File: src/rtl/poly_pkg.sv
/*
  Shared sizes, encodings and token formats for the polynomial actor.
  All arithmetic is unsigned and wraps modulo 2^16.
  Command word layout: opcode[15:8], set_id[7:5], count[4:0].
  Status word layout: opcode[15:8] echoed from the command, code[7:0].
*/
package poly_pkg;

    localparam int WORD_SIZE  = 16;
    localparam int NUM_SETS   = 8;
    localparam int MAX_ORDER  = 31;
    localparam int FIFO_DEPTH = 64;
    localparam int COUNT_W    = 7;

    // derived field widths
    localparam int SET_W = $clog2(NUM_SETS);
    localparam int IDX_W = $clog2(MAX_ORDER + 1);
    localparam int PTR_W = $clog2(FIFO_DEPTH);

    // any value outside this list is a bad opcode
    typedef enum logic [7:0] {
        OP_STP = 8'd0,
        OP_EVP = 8'd1,
        OP_EVB = 8'd2,
        OP_RST = 8'd3
    } opcode_e;

    typedef enum logic [1:0] {
        MODE_GET_COMMAND = 2'd0,
        MODE_EXECUTE     = 2'd1
    } fire_mode_e;

    typedef enum logic [7:0] {
        ST_OK         = 8'd0,
        ST_UNLOADED   = 8'd1,
        ST_BAD_OPCODE = 8'd2
    } status_code_e;

    // count is the order N for STP and b for EVB
    typedef struct packed {
        opcode_e          opcode;
        logic [SET_W-1:0] set_id;
        logic [IDX_W-1:0] count;
    } command_t;

    typedef struct packed {
        opcode_e      opcode;
        status_code_e code;
    } status_word_t;

    // per-set polynomial order
    typedef logic [NUM_SETS-1:0][IDX_W-1:0] order_array_t;

endpackage
File: src/rtl/command_decoder.sv
/*
  Pops one command word per fetch and holds it until the next fetch.
  The caller asserts fetch only while the command FIFO is not empty.
  valid_op is registered with the word, so it is known one cycle later.
*/
`timescale 1ns/1ps
module command_decoder
    import poly_pkg::*;
(
    input  logic                 clk,
    input  logic                 rst,
    input  logic                 fetch,
    input  logic [WORD_SIZE-1:0] cmd_word,
    output logic                 cmd_rd,
    output command_t             cmd,
    output logic                 valid_op
);

    command_t head;
    logic     known_op;

    assign head = command_t'(cmd_word);

    // pop the head in the same cycle it is captured
    assign cmd_rd = fetch;

    always_comb
    begin
        case (head.opcode)
            OP_STP,
            OP_EVP,
            OP_EVB,
            OP_RST:  known_op = 1'b1;
            default: known_op = 1'b0;
        endcase
    end

    always_ff @(posedge clk or negedge rst)
    begin
        if (!rst)
        begin
            cmd      <= '0;
            valid_op <= 1'b0;
        end
        else if (fetch)
        begin
            cmd      <= head;
            valid_op <= known_op;
        end
    end

endmodule

File: config.mk
export PLATFORM = sky130hd
export DESIGN_NAME = command_decoder
export DESIGN_NICKNAME = d
export VERILOG_FILES = /design/src/rtl/poly_pkg.sv /design/src/rtl/command_decoder.sv
export SDC_FILE = /design/constraint.sdc
export NUM_CORES = 1
export LEC_CHECK = 0
export ABC_AREA = 0
export ABC_CLOCK_PERIOD_IN_PS = 2530
export BUFFER_PORTS_ARGS = -buffer_cell sky130_fd_sc_hd__buf_2
export CAP_MARGIN = 10
export CORE_MARGIN = 10
export CORE_UTILIZATION = 46
export DETAILED_ROUTE_END_ITERATION = 8
export GPL_ROUTABILITY_DRIVEN = 0
export GPL_TIMING_DRIVEN = 0
export MAX_ROUTING_LAYER = met4
export PLACE_DENSITY = 0.9
export SETUP_SLACK_MARGIN = 0.1
export SYNTH_ARGS = -nofsm -noshare
export SYNTH_HDL_FRONTEND = slang
export SYNTH_SLANG_ARGS = --single-unit
File: constraint.sdc
create_clock -name clk -period 2.53 [get_ports clk]
set_clock_uncertainty 0.2 [all_clocks]
set_input_delay 0.759 -clock clk [delete_from_list [all_inputs] [get_ports clk]]
set_output_delay 0.759 -clock clk [all_outputs]
set_load 0.01 [all_outputs]
; ---- Yosys cells after proc, flatten, opt, wreduce, memory -nomap -nowiden
; Cells that the tools add are included.
[totals]
register_bits = 17
input_bits = 19
output_inout_bits = 18
[op_classes]
n_eq_ne = 3
mux = 1
reduce_logical = 2
[op_table]
columns = op, n
row1 = "== test 8 x 2 -> 1 bit, second input constant", 2
row2 = "== test 8 x 1 -> 1 bit, second input constant", 1
row3 = logical NOT 8 bit, 1
row4 = OR reduction 4 bit, 1
row5 = two-way mux 1 bit, 1

; ---- Depth between registers and ports, before layout
; Gate-level depths: netlist of the first run.
[logic_depth]
word_depth = 3
depth_mapped = 3
ltp_nobuf = 2

; ---- Least setup slack after synthesis of the first run
; No wires, ideal clock.
[synth_timing]
path_kind = input port to output port
start = in fetch
end = out cmd_rd
arrival_ns = 0.878
path_slack_ns = 0.693
stages = 1
n_path_buf = 1
cell_sequence = buf_4
[synth_rtl]
columns = element, line_no
row1 = from (decl), command_decoder.sv:12  ; input logic fetch,
row2 = to (decl), command_decoder.sv:14  ; output logic cmd_rd,
; No word-level cell between the ends.

; ---- Worst setup path in the final report of the first run
[layout_timing]
start = in fetch
end = out cmd_rd
; No word-level cell between the ends.

==> run summary, run 1 <==
Pwr Density = 607 mW/mm²
DIE AREA = 0.00349 mm²
drt wl/cell = 15.9 µm
Setup crit end kind = output pin
CTS hold repair buffers = 0
drt first pass iters = 4
fin crit period = 1.95 ns
status = finished clean
CP cell instances = buf_4 > buf_2
Max Cap Violations = 0
ratio of cells with drive above 1 in the final layout = 74.7%
Worst Path Buf+Inv = 2
P&R area growth vs syn = 31.7%
syn_area_per_cell = 17.6 µm²
post_cts resized = 0
RSZ-0062 raised after global routing = no
CP Data Required Time = 1.57 ns
Initial DRC Count = 2
Root Driver = clkbuf_4
# setup viols final = 0
Largest stage delay, worst path = 0.13 ns
input/output buffers = 35
DR vias = 451
register area share after synthesis = 60.5%
CTS Sinks = 17
final setup margin = 0.580 ns
Setup CP Type = in -> out
Post-CTS Setup Inserts = 0
post-DR vias/cell = 4.75
Worst Hold Class = in -> async
Post-synth EDFFs = 0
Syn Nets = 59
Synth area leaders = dfrtp_1 60%, mux2_4 19%, mux2_2 11%, buf_12 2.8%, buf_6 1.6%
Primary FF master, synth = dfrtp_1
ANT nets after route = 0
Post-Synthesis Cells = 40
largest area contributor in the netlist = dfrtp_1
Hold Violations, Final = 0
IO Pins = 37
DRC errors left = 0
# rows = 14
GRT Resource Usage Total = 9.61%
most common cell in the netlist = dfrtp_1
GR Overflow Total = 0
VDD IR-drop max = 0.345 mV
critical path's slowest cell = buf_2
Unique masters post-synth = 10
Core ar. = 0.00147 mm²
Place WS = 0.577 ns
Starting Density = 47.8%
CTS tree = yes
Worst-Skew Late Latency = 0.28 ns
fin nets = 99
Crit path max-delay family = buffers and inverters
fill cell count = 123
synth cell count leaders = 17 x dfrtp_1, 9 x mux2_4, 7 x mux2_2
CTS H-tree depth = 1
synth warn = 0
peak fanout along the critical path = 2
Slew HR = 75.7%
WL final = 1510 µm
crit share post-route = 77.1%
crit start category = input port
Die H = 59.1 µm
Reg clk slew, reported paths = 0.10 ns
antenna violations before repair = 0
Multi-input gate area = 239 µm²
diode count = 0
die width = 59.1 µm
via count of the first global-routing pass = 522
largest net degree at the start of global routing = 18
top cell type's share of synthesized area = 60.5%
Max Clk Rate = 513 MHz
Mapped Area = 703 µm²
register area = 425 µm²
fin. max-slew vios = 0
first-pass GRT wire length = 2510 µm
WP data arrival = 0.99 ns
FF+latch count, synth = 17
async set-reset flop share out of synthesis = 100%
Slew @ Worst Pin = 0.365 ns
Leak = 0.000488 µW
CTS max path bufs = 2
CTS buffer count = 3
setup TNS = 0 ns
## sequential cells by signal (all words and copies together), names as in the netlist
| name | cells |
|---|---|
| cmd | 16 |
| valid_op | 1 |
## power breakdown
group          total (µW)  switching [µW]  internal, µW  leakage, µW
Clock                 140            81.8          58.6    0.0000177
Combinational         112            47.7          64.2     0.000270
Sequential            309            12.0           297     0.000201
## cells in the final DEF (no fill, tap or decap)
master / count
buf_4: 1
nor4_1: 1
nor2b_1: 1
nor2_1: 1
clkinv_2: 1
mux2_4: 9
buf_12: 1
buf_6: 1
mux2_2: 7
buf_2: 35
a31o_2: 1
dfrtp_1: 17
clkbuf_4: 3
## worst paths after layout
path	startpoint	slack, ns	to	depth (start not counted)
setup / recovery	fetch	0.58	cmd_rd	2
hold / removal	rst	0.17	cmd[1]$_DFFE_PN0P_	1
setup reg to reg	valid_op$_DFFE_PN0P_	1.52	valid_op$_DFFE_PN0P_	2
hold reg to reg	cmd[2]$_DFFE_PN0P_	0.31	cmd[2]$_DFFE_PN0P_	1
max in group asynchronous	rst	1.69	cmd[10]$_DFFE_PN0P_	1
min in group clk	cmd[2]$_DFFE_PN0P_	0.31	cmd[2]$_DFFE_PN0P_	1
## layer usage
metal	GRT usage (%)	vias to the layer above	routed length (µm)
met3	1.93	2	46
met2	16.5	10	878
li1	-	220	-
met1	9.75	219	553
met5	-	-	0
met4	5.90	0	30
## cells by family after synthesis
logic type,share of synthesized area (%)
AOI/OAI and AO/OA,1.25
buffers and inverters,5.52
DFF,60.5
muxes,30.4
and+or+nand+nor,2.31
## area by class of cell
class | instances | area share [%]
tap | 16 | 2.16
sequential | 17 | 45.9
timing repair buffer | 35 | 18.9
buffer | 3 | 4.19
multi-input combinational | 20 | 25.8
clock inverter | 1 | 0.541
clock buffer | 3 | 2.43
## through the flow
step | hold WS (ns) | instances | total power (µW) | utilization [%] | cell area, µm²
2_1_floorplan | 0.263 | 40 | 376 | - | 703
3_3_place_gp | 0.286 | 91 | 427 | 61.1 | 898
3_5_place_dp | 0.286 | 91 | 430 | 61.1 | 898
4_1_cts | 0.176 | 95 | 573 | 62.9 | 926
5_1_grt | 0.176 | 95 | 600 | 62.9 | 926
6_report | 0.170 | 95 | 562 | 62.9 | 926
(Power assumes the default switching activity.)
==> run 2, diff against run 1 <==
--- a/config.mk
+++ b/config.mk
@@ -5,17 +5,17 @@
 export SDC_FILE = /design/constraint.sdc
 export NUM_CORES = 1
 export LEC_CHECK = 0
-export ABC_AREA = 0
-export ABC_CLOCK_PERIOD_IN_PS = 2530
+export ABC_AREA = 1
+export ABC_CLOCK_PERIOD_IN_PS = 1800
 export BUFFER_PORTS_ARGS = -buffer_cell sky130_fd_sc_hd__buf_2
 export CAP_MARGIN = 10
 export CORE_MARGIN = 10
-export CORE_UTILIZATION = 46
+export CORE_UTILIZATION = 42
 export DETAILED_ROUTE_END_ITERATION = 8
 export GPL_ROUTABILITY_DRIVEN = 0
 export GPL_TIMING_DRIVEN = 0
 export MAX_ROUTING_LAYER = met4
-export PLACE_DENSITY = 0.9
+export PLACE_DENSITY = 0.85
 export SETUP_SLACK_MARGIN = 0.1
 export SYNTH_ARGS = -nofsm -noshare
 export SYNTH_HDL_FRONTEND = slang
==> constraint.sdc (replaced) <==
create_clock -name clk -period 1.8 [get_ports clk]
set_clock_uncertainty 0.2 [all_clocks]
set_input_delay 0.54 -clock clk [delete_from_list [all_inputs] [get_ports clk]]
set_output_delay 0.54 -clock clk [all_outputs]
set_load 0.01 [all_outputs]
==> run 2 against run 1 <==
Effect of this change: clock-buffer cell count grew 1; synthesized area shrank 1.4%; core utilization shrank 2.5 points; hold slack gained 0.081 ns; non-clock buffer count grew 3; sequential cell count is the same; highest routed layer unchanged; via count grew 36%; combinational power grew 26%; cell count grew 41%; critical endpoint unchanged; critical path type unchanged; first-iteration DRC count grew to 5.0 times the previous value; final area grew 0.68%.
==> run summary, run 2 <==
status = finished clean
Post-CTS Setup Inserts = 0 (unchanged)
async set-reset flop share out of synthesis = 100% (unchanged)
Max Cap Violations = 0 (unchanged)
top cell type's share of synthesized area = 61.4% (+0.87 points)
WHS Endpoint = cmd[5]$_DFFE_PN0P_
commonest non-fill, non-tap cells in the layout = 43 x nand2_1, 35 x buf_2, 17 x dfrtp_1
fin nets = 138 (+39%)
Starting Density = 45.0% (-2.8 points)
Primary FF master, synth = dfrtp_1
VDD IR-drop max = 0.446 mV (+29%)
diode count = 0 (unchanged)
Worst R2R Start = cmd[15]$_DFFE_PN0P_
worst-case reg-to-reg path depth = 1 (-1)
Reg2Reg Capture Point = cmd[15]$_DFFE_PN0P_
IO Pins = 37 (unchanged)
peak fanout along the critical path = 6 (+4)
Slew HR = 74.7% (-0.97 points)
syn_area_per_cell = 9.00 µm² (-49%)
WL final = 1680 µm (+11%)
CTS max path bufs = 2 (unchanged)
crit start category = input port
CP Data Required Time = 1.06 ns (-0.51 ns)
Biggest register = cmd
ratio of cells with drive above 1 in the final layout = 40.7% (-34 points)
Post-Synthesis Cells = 77 (+93%)
Hold Violations, Final = 0 (unchanged)
drt first pass iters = 4 (unchanged)
CTS buffer count = 3 (unchanged)
# rows = 14 (unchanged)
Leak = 0.000562 µW (+15%)
final core utilization = 60.5% (-2.5 points)
register area share after synthesis = 61.4% (+0.87 points)
ANT nets after route = 0 (unchanged)
RSZ-0062 raised after global routing = no
FF+latch count, synth = 17 (unchanged)
DIE AREA = 0.00368 mm² (+5.2%)
Worst Hold Class = in -> reg
Reg clk slew, reported paths = 0.08 ns (-0.02 ns)
reg2reg setup slack = 0.94 ns (-0.58 ns)
Worst-Skew Late Latency = 0.28 ns (about the same)
P&R area growth vs syn = 34.5%
CTS H-tree depth = 1 (unchanged)
post-DR vias/cell = 4.58 (-3.5%)
Max Clk Rate = 600 MHz
largest net degree at the start of global routing = 18 (unchanged)
fill cell count = 152 (+24%)
Setup crit end kind = output pin
via count of the first global-routing pass = 615 (+18%)
Setup CP Type = in -> out
antenna violations before repair = 0 (unchanged)
hold path cells = 3
die width = 60.6 µm (+2.6%)
synth warn = 0 (unchanged)
Unique masters post-synth = 9 (-1)
Regs by FF count = cmd (16), valid_op (1)
input/output buffers = 36 (+2.9%)
Die H = 60.6 µm (+2.6%)
max reg flops = 16 (unchanged)
Core ar. = 0.00154 mm² (+4.8%)
GR Overflow Total = 0 (unchanged)
CTS Sinks = 17 (unchanged)
Pwr Density = 820 mW/mm² (+35%)
Mapped Area = 693 µm² (-1.4%)
fin. max-slew vios = 0 (unchanged)
DR vias = 614 (+36%)
Synth area leaders = dfrtp_1 61%, nand2_1 23%, o21ai_2 5.1%, buf_4 3.2%, inv_1 2.7%
setup TNS = 0 ns (unchanged)
Initial DRC Count = 10 (+8)
most common cell after layout, fill and taps aside = nand2_1
Post-synth EDFFs = 0 (unchanged)
most common cell in the netlist = nand2_1
hold path startpoint = cmd_word[5]
crit share post-route = 92.6%
first-pass GRT wire length = 2680 µm (+6.6%)
WP data arrival = 0.93 ns (-0.06 ns)
fin crit period = 1.67 ns
Syn Nets = 96 (+63%)
Slew @ Worst Pin = 0.379 ns (+0.0145 ns)
Root Driver = clkbuf_4
DP HPWL = 1340 µm
synth cell count leaders = 43 x nand2_1, 17 x dfrtp_1, 5 x inv_1
DRC errors left = 0 (unchanged)
GRT Resource Usage Total = 9.98% (+0.37 points)
drt wl/cell = 12.5 µm (-21%)
CTS tree = yes
# setup viols final = 0 (unchanged)
largest area contributor in the netlist = dfrtp_1
run 2: cell families after synthesis:
family | Yosys count | synth area share [%]
compound gates | 5 | 6.14
buf+inv | 10 | 8.12
flops | 17 | 61.4
simple gates | 45 | 24.4
run 2: stage by stage:
step	area, µm²	total power, µW	worst slack (ns)	cells	hold WS (ns)
6_report	932	764	0.134	134	0.251
5_1_grt	932	813	0.113	134	0.250
4_1_cts	930	779	0.122	134	0.243
3_5_place_dp	893	578	0.123	129	0.253
3_3_place_gp	893	573	0.130	129	0.248
2_1_floorplan	693	504	0.401	77	0.0444
run 2: how the worst max path moves through the flow:
stage	start	end	cells after the start
final	fetch	cmd_rd	3
after global routing	fetch	cmd_rd	3
after CTS	fetch	cmd_rd	3
after detailed placement	fetch	cmd_rd	3
after global placement	fetch	cmd_rd	3
after floorplan	fetch	cmd_rd	1
run 2: layer usage:
layer / wire length [µm] / track usage (%) / vias up
li1: - / - / 310
met1: 680 / 9.88 / 272
met2: 791 / 16.9 / 27
met3: 154 / 1.88 / 5
met4: 53 / 7.52 / 0
met5: 0 / - / -
run 2: worst max-delay path, cell delays in order:
cell	delay (ns)
buf_4	0.13
buf_4	0.12
buf_2	0.13
run 2: final cells by class:
type	count	area, µm²	share of cell area [%]
flip-flops and latches	17	425	45.6
clock buffers	4	26.3	2.82
repair buffers	37	193	20.7
plain buffers	4	33.8	3.62
multi-input cells	50	211	22.7
well taps	16	20.0	2.15
inverters	6	22.5	2.42
run 2: timing repair:
action,in CTS,in global routing
resized for setup,0,2
hold buffers,1,0
endpoints found under the setup margin,0,1
endpoints found under the hold margin,17,0
run 2: power by group:
part           total [µW]  switching [µW]  internal [µW]  leakage (µW)
sequential            429            15.0            414      0.000208
clock                 195             109           86.1     0.0000150
combinational         141            77.7           63.0      0.000339
total                 764             202            563      0.000562
==> run 3, diff against run 2 <==
--- a/config.mk
+++ b/config.mk
@@ -5,7 +5,6 @@
 export SDC_FILE = /design/constraint.sdc
 export NUM_CORES = 1
 export LEC_CHECK = 0
-export ABC_AREA = 1
 export ABC_CLOCK_PERIOD_IN_PS = 1800
 export BUFFER_PORTS_ARGS = -buffer_cell sky130_fd_sc_hd__buf_2
 export CAP_MARGIN = 10
@@ -15,7 +14,7 @@
 export GPL_ROUTABILITY_DRIVEN = 0
 export GPL_TIMING_DRIVEN = 0
 export MAX_ROUTING_LAYER = met4
-export PLACE_DENSITY = 0.85
+export PLACE_DENSITY = 0.84
 export SETUP_SLACK_MARGIN = 0.1
 export SYNTH_ARGS = -nofsm -noshare
 export SYNTH_HDL_FRONTEND = slang
==> run 3 against run 2 <==
Effect of this change: die area is 0.96% higher; worst setup slack better by 0.10 ns; clock power hardly changed; maximum frequency is 6.6% higher; global-route usage decreased by 0.34 points; first-iteration DRC count shrank 80%; combinational power is 14% higher; highest routed layer unchanged; sequential share of layout area fell by 0.12 points; critical endpoint is now cmd[12].
==> run summary, run 3 (synthesis results as in run 1) <==
WP data arrival = 0.82 ns (-0.11 ns)
Initial DRC Count = 2 (-8)
WL final = 1610 µm (-3.9%)
switching share of power = 24.8% (-1.6 points)
post_cts resized = 0 (unchanged)
Net Sw Power = 197 µW (-2.5%)
critical path's slowest cell = dfrtp_1
peak fanout along the critical path = 2 (-4)
drt first pass iters = 3 (-1)
Pwr Density = 847 mW/mm² (+3.4%)
ANT nets after route = 0 (unchanged)
Crit path max-delay family = flip-flops
Setup CP Type = reg -> out
CTS buffer count = 3 (unchanged)
status = finished clean
# rows = 14 (unchanged)
Largest stage delay, worst path = 0.39 ns (+0.26 ns)
GR Overflow Total = 0 (unchanged)
Biggest register = cmd
first-pass GRT wire length = 2530 µm (-5.4%)
drt wl/cell = 16.8 µm (+34%)
Slew HR = 75.7% (+0.99 points)
Setup crit end kind = output pin
Max Cap Violations = 0 (unchanged)
Reg power frac = 54.9% (-1.2 points)
fin. max-slew vios = 0 (unchanged)
CTS Sinks = 17 (unchanged)
largest net degree at the start of global routing = 18 (unchanged)
Starting Density = 45.6% (+0.65 points)
post-DR vias/cell = 4.96 (+8.2%)
CP cell instances = buf_2
via count of the first global-routing pass = 508 (-17%)
IO Pins = 37 (unchanged)
# setup viols final = 0 (unchanged)
CTS H-tree depth = 1 (unchanged)
crit start category = flop
Max Clk Rate = 640 MHz (+6.6%)
ratio of cells with drive above 1 in the final layout = 72.5% (+32 points)
DRC errors left = 0 (unchanged)
internal power = 595 µW (+5.8%)
P&R area growth vs syn = 32.9%
Clock power frac = 24.8% (-0.7 points)
Post-CTS Setup Inserts = 0 (unchanged)
Gate power share = 20.3% (+1.9 points)
commonest non-fill, non-tap cells in the layout = 35 x buf_2, 17 x dfrtp_1, 9 x mux2_4
CP Data Required Time = 1.06 ns (about the same)
Slew @ Worst Pin = 0.364 ns (-0.0148 ns)
fin crit period = 1.56 ns (-0.103 ns)
placed cells = 91 (-29%)
max reg flops = 16 (unchanged)
Regs by FF count = cmd (16), valid_op (1)
CTS max path bufs = 2 (unchanged)
Root Driver = clkbuf_4
RSZ-0062 raised after global routing = no
diode count = 0 (unchanged)
setup TNS = 0 ns (unchanged)
Worst Hold Class = in -> reg
Reg clk slew, reported paths = 0.10 ns (+0.02 ns)
GRT Resource Usage Total = 9.64% (-0.34 points)
antenna violations before repair = 0 (unchanged)
Post-Layout Cell Count = 96 (-28%)
fin nets = 100 (-28%)
Worst-Skew Late Latency = 0.29 ns (about the same)
DR vias = 476 (-22%)
DIE AREA = 0.00371 mm² (+0.96%)
Hold Violations, Final = 0 (unchanged)
input/output buffers = 35 (-2.8%)
Die H = 60.9 µm (+0.48%)
DP HPWL = 1290 µm (-4.0%)
Worst Path Buf+Inv = 1 (-2)
die width = 60.9 µm (+0.48%)
CTS tree = yes
Core ar. = 0.00154 mm² (unchanged)
Leak = 0.000490 µW (-13%)
VDD IR-drop max = 0.502 mV (+13%)
crit share post-route = 86.8% (-5.7 points)
most common cell after layout, fill and taps aside = buf_2
[run 3: cell count changes in the layout (fill, tap and decap cells not counted), moves of 3 or more]
| cell | before | now |
|---|---|---|
| o21ai_2 | 4 | 0 |
| nand2_1 | 43 | 0 |
| mux2_4 | 0 | 9 |
| buf_4 | 4 | 1 |
| mux2_2 | 0 | 7 |
| inv_1 | 5 | 0 |
[run 3: path summary, 6_finish.rpt]
path	from	endpoint	slack, ns	cells after the start
worst max-delay path	cmd[12]$_DFFE_PN0P_	cmd[12]	0.24	1
worst min-delay path	cmd_word[5]	cmd[5]$_DFFE_PN0P_	0.28	2
worst max register to register	valid_op$_DFFE_PN0P_	valid_op$_DFFE_PN0P_	0.79	2
worst min register to register	cmd[15]$_DFFE_PN0P_	cmd[15]$_DFFE_PN0P_	0.31	1
max in group asynchronous	rst	cmd[1]$_DFFE_PN0P_	0.62	2
min in group asynchronous	rst	cmd[4]$_DFFE_PN0P_	0.51	2
[run 3: layer usage]
metal  GRT usage [%]  part of all wire (%)  vias up
met1            9.42                    35      239
met5               -                     0        -
li1                -                     -      219
met2            17.0                    58       14
met3            1.46                   4.5        4
met4            6.58                   2.6        0
[run 3: area by class of cell]
class / count / area (µm²)
buffer: 3 / 38.8
multi-input combinational: 20 / 239
tap: 16 / 20.0
fill: 139 / 607
clock buffer: 4 / 26.3
sequential: 17 / 425
timing repair buffer: 36 / 185
[run 3: what timing repair did]
action	in CTS	in global routing
endpoints found under the setup margin	0	0
hold buffers	1	0
endpoints found under the hold margin	17	0
[run 3: stage by stage]
| step | setup slack [ns] | instance area, µm² | util [%] | total power [µW] | hold slack (ns) |
|---|---|---|---|---|---|
| 2_1_floorplan | 0.395 | 703 | - | 528 | 0.0444 |
| 3_3_place_gp | 0.286 | 898 | 58.3 | 600 | 0.273 |
| 3_5_place_dp | 0.283 | 898 | 58.3 | 605 | 0.278 |
| 4_1_cts | 0.228 | 935 | 60.6 | 806 | 0.272 |
| 5_1_grt | 0.194 | 935 | 60.6 | 843 | 0.263 |
| 6_report | 0.237 | 935 | 60.6 | 792 | 0.276 |
[run 3: power by group through the flow]
stage / Sequential, µW / Clock [µW] / Combinational, µW
6_report: 434 / 197 / 161
5_1_grt: 440 / 230 / 173
4_1_cts: 435 / 206 / 166
3_5_place_dp: 442 / 0 / 163
3_3_place_gp: 440 / 0 / 160
2_1_floorplan: 461 / 0 / 67.1
